$ cat config.mk
export PLATFORM = sky130hd
export DESIGN_NAME = camera_link_top
export DESIGN_NICKNAME = d
export VERILOG_FILES = /design/src/rtl/uart_pkg.sv /design/src/rtl/camera_cmd_pkg.sv /design/src/rtl/camera_link_top.sv /design/src/rtl/camera_serial_command_generator.sv /design/src/rtl/uart_rx.sv /design/src/rtl/uart_tx.sv
export SDC_FILE = /design/constraint.sdc
export NUM_CORES = 1
export LEC_CHECK = 0
export ABC_AREA = 1
export BUFFER_PORTS_ARGS = -buffer_cell sky130_fd_sc_hd__buf_2
export CORE_UTILIZATION = 62
export DETAILED_ROUTE_END_ITERATION = 8
export PLACE_DENSITY = 0.83
export SETUP_SLACK_MARGIN = 0.5
export SLEW_MARGIN = 10
export SYNTH_ARGS = -nofsm -noshare
export SYNTH_HDL_FRONTEND = slang
export SYNTH_HIERARCHICAL = 1
export SYNTH_SLANG_ARGS = --single-unit
export TNS_END_PERCENT = 30
$ cat constraint.sdc
create_clock -name sys_clk_50 -period 2.42 [get_ports sys_clk_50]
set_input_delay 0.121 -clock sys_clk_50 [delete_from_list [all_inputs] [get_ports sys_clk_50]]
set_output_delay 0.121 -clock sys_clk_50 [all_outputs]
set_load 0.01 [all_outputs]
$ cat src/rtl/uart_pkg.sv
package uart_pkg;

  // one character on the serial link.
  typedef logic [7:0] byte_t;

  // bit period in sys_clk_50 cycles, kept short so simulation stays fast.
  localparam int clks_per_bit = 16;

  localparam int data_bits = 8; // 8N1 framing.

  // counts the cycles inside one bit period.
  typedef logic [$clog2(clks_per_bit)-1:0] baud_cnt_t;

  // position inside a frame: start, data bits, stop.
  typedef logic [3:0] bit_idx_t;

endpackage

$ cat src/rtl/camera_cmd_pkg.sv
package camera_cmd_pkg;
  import uart_pkg::*;

  // every command is six characters and the camera echoes all of them.
  localparam int cmd_len = 6;

  // indexes a command byte or counts reply bytes.
  typedef logic [2:0] cmd_idx_t;

  // "AMD N\r" first init step.
  localparam byte_t amd_cmd [cmd_len] = '{"A", "M", "D", " ", "N", "\r"};

  // "ACN 1\r" second init step.
  localparam byte_t acn_cmd [cmd_len] = '{"A", "C", "N", " ", "1", "\r"};

  localparam byte_t act_i_cmd [cmd_len] = '{"A", "C", "T", " ", "I", "\r"}; // take photo.

  localparam byte_t act_s_cmd [cmd_len] = '{"A", "C", "T", " ", "S", "\r"}; // stop photo.

  // each command has a send phase and an ack phase counting the echo.
  typedef enum logic [3:0] {
    idle,
    amd_send,
    amd_ack,
    acn_send,
    acn_ack,
    act_i_send,
    act_i_ack,
    act_s_send,
    act_s_ack
  } cmd_state_t;

endpackage

$ cat src/rtl/camera_link_top.sv
module camera_link_top
  import uart_pkg::*;
(
  input  logic sys_clk_50,
  input  logic rst,
  input  logic init_camera,
  input  logic take_photo,
  input  logic stop_photo,
  output logic busy,
  output logic camera_ready,
  output logic cam_txd,
  input  logic cam_rxd
);

  byte_t tx_data;
  byte_t rx_data;
  logic  tx_en;
  logic  tx_busy;
  logic  rx_done;

  camera_serial_command_generator camera_serial_command_generator_inst (
    .sys_clk_50   (sys_clk_50),
    .rst          (rst),
    .init_camera  (init_camera),
    .take_photo   (take_photo),
    .stop_photo   (stop_photo),
    .tx_data      (tx_data),
    .tx_en        (tx_en),
    .tx_busy      (tx_busy),
    .rx_data      (rx_data),
    .rx_done      (rx_done),
    .busy         (busy),
    .camera_ready (camera_ready)
  );

  uart_tx uart_tx_inst (
    .sys_clk_50 (sys_clk_50),
    .rst        (rst),
    .tx_data    (tx_data),
    .tx_en      (tx_en),
    .tx_busy    (tx_busy),
    .txd        (cam_txd)
  );

  // echo from the camera.
  uart_rx uart_rx_inst (
    .sys_clk_50 (sys_clk_50),
    .rst        (rst),
    .rxd        (cam_rxd),
    .rx_data    (rx_data),
    .rx_done    (rx_done)
  );

endmodule

$ cat src/rtl/camera_serial_command_generator.sv
module camera_serial_command_generator
  import uart_pkg::*, camera_cmd_pkg::*;
(
  input  logic  sys_clk_50,
  input  logic  rst,
  input  logic  init_camera,
  input  logic  take_photo,
  input  logic  stop_photo,
  output byte_t tx_data,
  output logic  tx_en,
  input  logic  tx_busy,
  input  byte_t rx_data, // reply content, not checked yet.
  input  logic  rx_done,
  output logic  busy,
  output logic  camera_ready
);

  cmd_state_t state;
  cmd_state_t state_next;
  cmd_state_t after_state;
  cmd_idx_t   idx;
  cmd_idx_t   idx_next;
  cmd_idx_t   reply_cnt;
  cmd_idx_t   reply_next;
  logic       ready_next;

  logic init_q;
  logic photo_q;
  logic stop_q;
  logic tx_busy_q;

  logic init_req;
  logic photo_req;
  logic stop_req;
  logic tx_rise;
  logic sending;
  logic waiting;
  logic last_byte;
  logic last_reply;

  assign init_req  = init_camera & ~init_q;
  assign photo_req = take_photo & ~photo_q;
  assign stop_req  = stop_photo & ~stop_q;
  assign tx_rise   = tx_busy & ~tx_busy_q; // uart_tx has latched the byte.

  assign last_byte  = (idx == cmd_idx_t'(cmd_len - 1));
  assign last_reply = (reply_cnt == cmd_idx_t'(cmd_len - 1));

  assign busy  = (state != idle);
  assign tx_en = sending;

  always_ff @(posedge sys_clk_50) begin
    if (rst) begin
      init_q    <= 1'b0;
      photo_q   <= 1'b0;
      stop_q    <= 1'b0;
      tx_busy_q <= 1'b0;
    end else begin
      init_q    <= init_camera;
      photo_q   <= take_photo;
      stop_q    <= stop_photo;
      tx_busy_q <= tx_busy;
    end
  end

  // per state, which table feeds the link and where the phase leads.
  always_comb begin
    sending     = 1'b0;
    waiting     = 1'b0;
    tx_data     = '0;
    after_state = idle;
    case (state)
      amd_send: begin
        sending     = 1'b1;
        tx_data     = amd_cmd[idx];
        after_state = amd_ack;
      end
      amd_ack: begin
        waiting     = 1'b1;
        after_state = acn_send; // second init step follows directly.
      end
      acn_send: begin
        sending     = 1'b1;
        tx_data     = acn_cmd[idx];
        after_state = acn_ack;
      end
      acn_ack: begin
        waiting = 1'b1;
      end
      act_i_send: begin
        sending     = 1'b1;
        tx_data     = act_i_cmd[idx];
        after_state = act_i_ack;
      end
      act_i_ack: begin
        waiting = 1'b1;
      end
      act_s_send: begin
        sending     = 1'b1;
        tx_data     = act_s_cmd[idx];
        after_state = act_s_ack;
      end
      act_s_ack: begin
        waiting = 1'b1;
      end
      default: begin
        sending = 1'b0;
      end
    endcase
  end

  always_comb begin
    state_next = state;
    idx_next   = idx;
    reply_next = reply_cnt;
    ready_next = camera_ready;
    if (state == idle) begin
      idx_next   = '0;
      reply_next = '0;
      // requests are only taken in idle, init has priority.
      if (init_req) begin
        state_next = amd_send;
      end else if (photo_req) begin
        state_next = act_i_send;
      end else if (stop_req) begin
        state_next = act_s_send;
      end
    end else begin
      // the camera echoes early bytes while later ones still go out.
      if (rx_done) begin
        reply_next = reply_cnt + 1'b1;
      end
      if (sending && tx_rise) begin
        if (last_byte) begin
          state_next = after_state;
          idx_next   = '0;
        end else begin
          idx_next = idx + 1'b1;
        end
      end
      if (waiting && rx_done && last_reply) begin
        state_next = after_state;
        reply_next = '0;
        if (state == acn_ack) begin
          ready_next = 1'b1;
        end
      end
    end
  end

  always_ff @(posedge sys_clk_50) begin
    if (rst) begin
      state        <= idle;
      idx          <= '0;
      reply_cnt    <= '0;
      camera_ready <= 1'b0;
    end else begin
      state        <= state_next;
      idx          <= idx_next;
      reply_cnt    <= reply_next;
      camera_ready <= ready_next; // held until reset.
    end
  end

endmodule

$ cat src/rtl/uart_rx.sv
module uart_rx
  import uart_pkg::*;
(
  input  logic  sys_clk_50,
  input  logic  rst,
  input  logic  rxd,
  output byte_t rx_data,
  output logic  rx_done
);

  typedef enum logic [1:0] {
    rx_idle,
    rx_start,
    rx_bits,
    rx_stop
  } rx_state_t;

  rx_state_t state;
  logic      rxd_meta;
  logic      rxd_sync;
  logic      rxd_prev;
  baud_cnt_t baud_cnt;
  bit_idx_t  bit_idx;
  byte_t     shift_reg;
  logic      half_bit;
  logic      full_bit;

  assign half_bit = (baud_cnt == baud_cnt_t'(clks_per_bit / 2 - 1));
  assign full_bit = (baud_cnt == baud_cnt_t'(clks_per_bit - 1));

  // two flop synchronizer plus one more stage for edge detection.
  always_ff @(posedge sys_clk_50) begin
    if (rst) begin
      rxd_meta <= 1'b1;
      rxd_sync <= 1'b1;
      rxd_prev <= 1'b1;
    end else begin
      rxd_meta <= rxd;
      rxd_sync <= rxd_meta;
      rxd_prev <= rxd_sync;
    end
  end

  always_ff @(posedge sys_clk_50) begin
    if (rst) begin
      state    <= rx_idle;
      baud_cnt <= '0;
      bit_idx  <= '0;
      rx_done  <= 1'b0;
    end else begin
      rx_done  <= 1'b0;
      baud_cnt <= baud_cnt + 1'b1;
      case (state)
        rx_idle: begin
          baud_cnt <= '0;
          bit_idx  <= '0;
          if (rxd_prev && !rxd_sync) begin
            state <= rx_start;
          end
        end
        rx_start: begin
          if (half_bit) begin
            baud_cnt <= '0;
            // a glitch that is gone by mid-bit is not a start bit.
            state <= rxd_sync ? rx_idle : rx_bits;
          end
        end
        rx_bits: begin
          if (full_bit) begin
            baud_cnt <= '0;
            bit_idx  <= bit_idx + 1'b1;
            if (bit_idx == bit_idx_t'(data_bits - 1)) begin
              state <= rx_stop;
            end
          end
        end
        rx_stop: begin
          if (full_bit) begin
            rx_done <= rxd_sync; // framing error gives no pulse.
            state   <= rx_idle;
          end
        end
        default: state <= rx_idle;
      endcase
    end
  end

  always_ff @(posedge sys_clk_50) begin
    if (state == rx_bits && full_bit) begin
      shift_reg <= {rxd_sync, shift_reg[7:1]};
    end
    if (state == rx_stop && full_bit && rxd_sync) begin
      rx_data <= shift_reg;
    end
  end

endmodule

$ cat src/rtl/uart_tx.sv
module uart_tx
  import uart_pkg::*;
(
  input  logic  sys_clk_50,
  input  logic  rst,
  input  byte_t tx_data,
  input  logic  tx_en,
  output logic  tx_busy,
  output logic  txd
);

  baud_cnt_t baud_cnt;
  bit_idx_t  bit_idx;
  byte_t     shift_reg;
  logic      bit_end;
  logic      frame_start;

  assign bit_end     = (baud_cnt == baud_cnt_t'(clks_per_bit - 1));
  assign frame_start = tx_en & ~tx_busy;

  // bit_idx 0 is the start bit, 1..8 the data bits and 9 the stop bit.
  always_ff @(posedge sys_clk_50) begin
    if (rst) begin
      tx_busy  <= 1'b0;
      txd      <= 1'b1;
      baud_cnt <= '0;
      bit_idx  <= '0;
    end else if (!tx_busy) begin
      baud_cnt <= '0;
      bit_idx  <= '0;
      if (tx_en) begin
        tx_busy <= 1'b1;
        txd     <= 1'b0; // start bit.
      end
    end else if (bit_end) begin
      baud_cnt <= '0;
      bit_idx  <= bit_idx + 1'b1;
      if (bit_idx == bit_idx_t'(data_bits + 1)) begin
        tx_busy <= 1'b0; // stop bit complete.
      end else if (bit_idx == bit_idx_t'(data_bits)) begin
        txd <= 1'b1;
      end else begin
        txd <= shift_reg[0];
      end
    end else begin
      baud_cnt <= baud_cnt + 1'b1;
    end
  end

  // byte is captured at frame start so tx_data may move on mid-frame.
  always_ff @(posedge sys_clk_50) begin
    if (frame_start) begin
      shift_reg <= tx_data;
    end else if (tx_busy && bit_end && bit_idx < bit_idx_t'(data_bits)) begin
      shift_reg <= shift_reg >> 1; // lsb first.
    end
  end

endmodule

==> run_results.csv, run 1 <==
group,metric,value,unit
logic_synthesis,synth_area_per_cell,7.57,µm²
min_path,hold_end,"camera_serial_command_generator_inst/stop_q",
die,core,3740,µm²
critical_path,cpPeakStageDelay,550,ps
die,die_x,65.3,µm
cts,clkTransAtPathRegs,90,ps
detailed_routing,wl,4.23,mm
cts,h-tree-depth,2,
cts,cts_made_buffers,5,
die,die_h,65.3,µm
pwr,power_per_cell_area,871,nW/µm²
critical_path,path_cells,"ha_1 -> nand3_4 -> o31ai_2",
critical_path,r2r_slack,720,ps
sta,fmax,589,MHz
sta,tightest_slew,642,ps
sta,finalSetupViolCount,0,
critical_path,worst-path-max-fanout,8,
critical_path,worstSetupPathType,"flip-flop to flip-flop",
global_routing,first_global_vias,1818,
place,gp_congestion,0.877,
detailed_routing,vias_per_cell,5.10,
cts,cts.sinks,47,
detailed_routing,drc_errors,0,
pwr,ir_worst_vdd,0.729,mV
cts,clockRootBuffer,"clkbuf_8",
status,status,"finished, final reports clean",
cts,cts_tree,"yes",
detailed_routing,drt.antenna.violating_nets,0,
sta,fin_crit_sh,70.1,%
logic_synthesis,postSynthNetCount,347,
detailed_routing,drtIter0Drc,70,
flow_run,cap_violations,0,
place,hpwl,3.27,mm
sta,period_minus_slack,1700,ps
place,placed_cell_area,2570,µm²
critical_path,startpoint_type,"flip-flop",
die,initial_utilization,66.3,%
sta,hold_viol,0,
critical_path,slowest_stage,"o31ai_2",
logic_synthesis,netlist_area,2480,µm²
critical_path,worstPathRequired,2350,ps
finish,syn_to_final_growth,7.46,%
logic_synthesis,syn_inst,328,
min_path,hp-class,"input port to flip-flop",
finish,largest_reg_flops,8,
finish,drive_above_1_share,17.0,%
die,dieArea,4260,µm²
logic_synthesis,ys_warn_count,6,
global_routing,antenna_found_initial,0,
finish,stdcell_area,2670,µm²
sta,tns,0,ps
global_routing,grt_pass1_wl,7.37,mm
pwr,leakage,0.00116,µW
critical_path,timing.rr.start,"uart_tx_inst/baud_cnt[0]",
cts,postCtsSetupBuffers,0,
critical_path,rr_worst_depth,3,
sta,finalMaxSlewViolations,0,
critical_path,worst_setup_path_end_kind,"flip-flop",
detailed_routing,drtPass1Iterations,4,
detailed_routing,wire_per_inst,10.8,µm
finish,final_nets,360,
die,ios,9,
die,num_rows,22,
sta,rsz0062_at_grt,"no",
place,numPortBuffers,8,
global_routing,grt-ovfl-total,0,
cts,clk_latency,290,ps
finish,n_antenna_cell,0,
global_routing,grt_max_degree,20,
min_path,holdPathStages,3,
critical_path,reg2reg_to,"uart_tx_inst/shift_reg[5]",
cts,clockBufferDepth,2,
min_path,min_from,"stop_photo",
sta,slew_headroom,56.9,%
detailed_routing,num_vias,1988,
global_routing,track_usage,22.3,%
critical_path,cp.arrival,1620,ps
sta,fin_skew,8.47,ps
critical path: cells and delay by family (launching register included):
kind | cells | cell delay (ps)
compound gates | 1 | 550
fa+ha+maj | 1 | 270
simple gates | 1 | 130
flops | 1 | 380
routing by layer:
metal	track usage (%)	share of wire (%)	vias up
li1	-	-	1077
met1	28.7	51	886
met4	7.88	0.38	0
met3	5.38	2.4	2
met5	0	0	-
met2	36.5	46	23
cell type report:
cell class / count / area [µm²]
clock inverters: 2 / 15.0
flip-flops and latches: 47 / 1020
multi-input cells: 233 / 1280
inverters: 45 / 169
repair buffers: 9 / 50.0
fillers: 323 / 1070
clock buffers: 6 / 72.6
well taps: 48 / 60.1
stage by stage:
step / power [µW] / util (%) / worst slack (ps) / cells / hold WS (ps)
final: 2320 / 71.3 / 724 / 390 / 37.2
after global routing: 2490 / 71.3 / 546 / 390 / 18.2
after CTS: 2340 / 71.3 / 711 / 390 / 23.4
after detailed placement: 1860 / 68.5 / 440 / 381 / 307
after global placement: 1840 / 68.5 / 469 / 381 / 303
after floorplan: 1700 / - / 615 / 328 / 193
where the power goes:
group / switching [µW] / total, µW / internal, µW / leakage (µW)
clock: 258 / 467 / 208 / 0.0000461
sequential: 95.5 / 1030 / 932 / 0.000392
combinational: 554 / 830 / 275 / 0.000720
worst max-delay path by stage:
| stage | start | to | slack, ps | cells after the start |
|---|---|---|---|---|
| after global placement | uart_tx_inst/baud_cnt[0] | uart_tx_inst/shift_reg[6] | 470 | 3 |
| after CTS | uart_tx_inst/baud_cnt[0] | uart_tx_inst/shift_reg[5] | 710 | 3 |
| after floorplan | uart_tx_inst/baud_cnt[0] | uart_tx_inst/shift_reg[0] | 610 | 3 |
| after detailed placement | uart_tx_inst/baud_cnt[0] | uart_tx_inst/shift_reg[5] | 440 | 3 |
| after global routing | uart_tx_inst/baud_cnt[0] | uart_tx_inst/shift_reg[5] | 550 | 3 |
| final | uart_tx_inst/baud_cnt[0] | uart_tx_inst/shift_reg[5] | 720 | 3 |
placed cells by master (no fill, tap or decap), types with 2 or more instances in the layout:
master and instances:
a21oi_1 14, a21oi_2 2, buf_2 8, clkbuf_8 5, dfxtp_1 39, edfxtp_1 8, ha_1 13, inv_1 34
inv_2 11, nand2_1 78, nand2_2 5, nand3_1 20, nand3_2 4, nand3_4 2, nand4_1 4, nor2_1 42
nor2_2 8, nor2_4 3, o211ai_1 2, o21ai_0 8, o21ai_1 3, o22ai_1 3, or2_2 3, xnor2_1 2
timing repair:
| item | CTS | global route |
|---|---|---|
| hold endpoints to repair | 1 | 0 |
| endpoints found under the setup margin | 8 | 0 |
| gates resized for setup | 1 | 0 |
| hold buffers | 1 | 0 |
(Power assumes the default switching activity.)
==> run 2: changes to the inputs <==
--- a/config.mk
+++ b/config.mk
@@ -7,9 +7,9 @@
 export LEC_CHECK = 0
 export ABC_AREA = 1
 export BUFFER_PORTS_ARGS = -buffer_cell sky130_fd_sc_hd__buf_2
-export CORE_UTILIZATION = 62
+export CORE_UTILIZATION = 56
 export DETAILED_ROUTE_END_ITERATION = 8
-export PLACE_DENSITY = 0.83
+export PLACE_DENSITY = 0.8
 export SETUP_SLACK_MARGIN = 0.5
 export SLEW_MARGIN = 10
 export SYNTH_ARGS = -nofsm -noshare
==> constraint.sdc (replaced) <==
create_clock -name sys_clk_50 -period 1.5 [get_ports sys_clk_50]
set_input_delay 0.075 -clock sys_clk_50 [delete_from_list [all_inputs] [get_ports sys_clk_50]]
set_output_delay 0.075 -clock sys_clk_50 [all_outputs]
set_load 0.01 [all_outputs]
==> run 2 against run 1 <==
Combinational power rose by 130%. First-iteration DRC count increased by 23%. Non-clock buffer count is 23 higher. Die area grew 10%. Maximum frequency rose by 24%. Sequential share of layout area is 4.8 points lower. Cell count grew 6.4%. Core utilization increased by 5.3 points. Clock skew rose by 3.9 ps. Largest power group is now combinational logic. Total power is 85% higher. Flip-flop and latch count stayed put. Largest cell class unchanged. Critical path depth increased by 6.
==> run_results.csv, run 2 (synthesis results as in run 1) <==
group,metric,value,unit
critical_path,cp.arrival,1590,ps
detailed_routing,drc_errors,0,
finish,syn_to_final_growth,26.9,%
critical_path,worstSetupPathType,"flip-flop to flip-flop",
cts,clockRootBuffer,"clkbuf_8",
min_path,hold_end,"camera_serial_command_generator_inst/stop_q",
detailed_routing,num_vias,2171,
detailed_routing,drtIter0Drc,86,
finish,final_cell_mix,"nand2_1 (68), nor2_1 (37), inv_1 (30)",
critical_path,timing.rr.start,"camera_serial_command_generator_inst/state[0]",
place,gp_congestion,0.798,
die,num_rows,23,
sta,tns,0,ps
sta,fmax,731,MHz
die,initial_utilization,60.4,%
detailed_routing,wl,5.43,mm
pwr,clockPowerShare,17.4,%
cts,clockBufferDepth,2,
sta,finalMaxSlewViolations,0,
detailed_routing,vias_per_cell,5.23,
global_routing,grt_pass1_wl,8.58,mm
cts,cts_tree,"yes",
die,die_x,68.6,µm
pwr,power_per_cell_area,1360,nW/µm²
critical_path,worst_setup_path_end_kind,"flip-flop",
global_routing,first_global_vias,2082,
global_routing,track_usage,24.7,%
flow_run,cap_violations,0,
pwr,power.switching,1710,µW
die,dieArea,4710,µm²
place,hpwl,3.46,mm
sta,finalSetupViolCount,0,
sta,period_minus_slack,1370,ps
min_path,holdPathStages,2,
min_path,hp-class,"input port to flip-flop",
detailed_routing,wire_per_inst,13.1,µm
die,die_h,68.6,µm
pwr,swShare,39.8,%
die,ios,9,
critical_path,rr_worst_depth,9,
status,status,"finished, final reports clean",
pwr,p_comb_share,43.5,%
min_path,min_from,"rst",
pwr,p_seq_share,39.1,%
pwr,internal_power,2580,µW
global_routing,grt-ovfl-total,0,
detailed_routing,drtPass1Iterations,6,
detailed_routing,drt.antenna.violating_nets,0,
cts,clk_latency,300,ps
finish,mostFrequentLayoutCell,"nand2_1",
sta,fin_ws,132,ps
die,core,4120,µm²
critical_path,cp-startpoint,"camera_serial_command_generator_inst/state[0]",
pwr,ir_worst_vdd,0.839,mV
sta,fin_skew,12.4,ps
critical_path,r2r_slack,130,ps
sta,fin_crit_sh,91.2,%
critical_path,reg2reg_to,"camera_serial_command_generator_inst/idx[1]",
cts,cts_made_buffers,5,
finish,n_antenna_cell,0,
sta,rsz0062_at_grt,"yes",
critical_path,worst-path-max-fanout,5,
pwr,leakage,0.00132,µW
sta,hold_viol,0,
global_routing,grt_max_degree,20,
finish,final_nets,383,
place,numPortBuffers,8,
critical_path,worstPathRequired,1730,ps
cts,clkTransAtPathRegs,80,ps
global_routing,antenna_found_initial,0,
critical_path,startpoint_type,"flip-flop",
place,pre_cts_slack,87.0,ps
finish,fillers,296,
finish,drive_above_1_share,35.3,%
finish,largest_reg_flops,8,
cts,cts.sinks,47,
cts,h-tree-depth,2,
## run 2: cell count changes in the layout (fill, tap and decap cells not counted), moves of 5 or more
cell / previous run / this run
buf_4: 0 / 16
buf_6: 0 / 5
dfxtp_1: 39 / 25
dfxtp_2: 0 / 7
dfxtp_4: 0 / 7
ha_1: 13 / 6
ha_4: 0 / 5
nand2_1: 78 / 68
nand2_2: 5 / 10
nand2_4: 1 / 6
nand3_1: 20 / 13
nand3_2: 4 / 9
nor2_1: 42 / 37
## run 2: worst max path at each step
stage,slack [ps],cells after the start,end
detailed placement,90,3,uart_tx_inst/shift_reg[2]
finish,130,9,camera_serial_command_generator_inst/idx[1]
global route,30,9,camera_serial_command_generator_inst/idx[1]
floorplan,170,3,uart_tx_inst/shift_reg[0]
global placement,150,3,uart_tx_inst/shift_reg[1]
CTS,210,6,uart_tx_inst/shift_reg[5]
## run 2: layout make-up
type / instances / area, µm² / share of cell area [%]
clock buffers: 7 / 76.3 / 2.42
clock inverters: 1 / 5.00 / 0.159
inverters: 45 / 186 / 5.92
multi-input cells: 233 / 1510 / 48.0
flip-flops and latches: 47 / 1060 / 33.5
well taps: 50 / 62.6 / 1.98
repair buffers: 32 / 251 / 7.98
## run 2: power by group through the flow
stage / clock, µW / sequential (µW) / combinational (µW)
floorplan: 0 / 1670 / 1120
detailed placement: 0 / 1700 / 1410
CTS: 758 / 1670 / 1630
finish: 746 / 1680 / 1870
global placement: 0 / 1690 / 1380
global route: 814 / 1700 / 2100
## run 2: critical path, cell delays in order, from the launching register on
cell,delay [ps]
dfxtp_4,390
inv_4,50
nor2_4,150
buf_6,150
nand2_4,70
nor2_4,140
inv_2,50
nor2_1,110
a21oi_1,80
nor2_1,110
## run 2: what timing repair did
item	in CTS	in global routing
setup endpoints to repair	47	47
gates resized for setup	35	28
pin swaps	14	14
hold buffers	4	0
gates cloned	0	0
endpoints found under the hold margin	4	0
buffers inserted	11	5
## run 2: through the flow
stage | utilization [%] | cells | total power, µW | cell area, µm² | hold slack (ps)
detailed placement | 65.4 | 387 | 3110 | 2690 | 265
finish | 76.6 | 415 | 4290 | 3150 | 181
global route | 76.6 | 415 | 4610 | 3150 | 195
global placement | 65.4 | 387 | 3070 | 2690 | 256
CTS | 73.1 | 410 | 4050 | 3010 | 167
floorplan | - | 328 | 2790 | 2580 | 147
## run 2: routing by layer
layer / vias up / wire [µm] / global-route usage (%)
li1: 1131 / - / -
met1: 1005 / 2400 / 27.4
met2: 23 / 2810 / 45.2
met3: 12 / 99 / 5.10
met4: 0 / 121 / 10.4
met5: - / 0 / 0
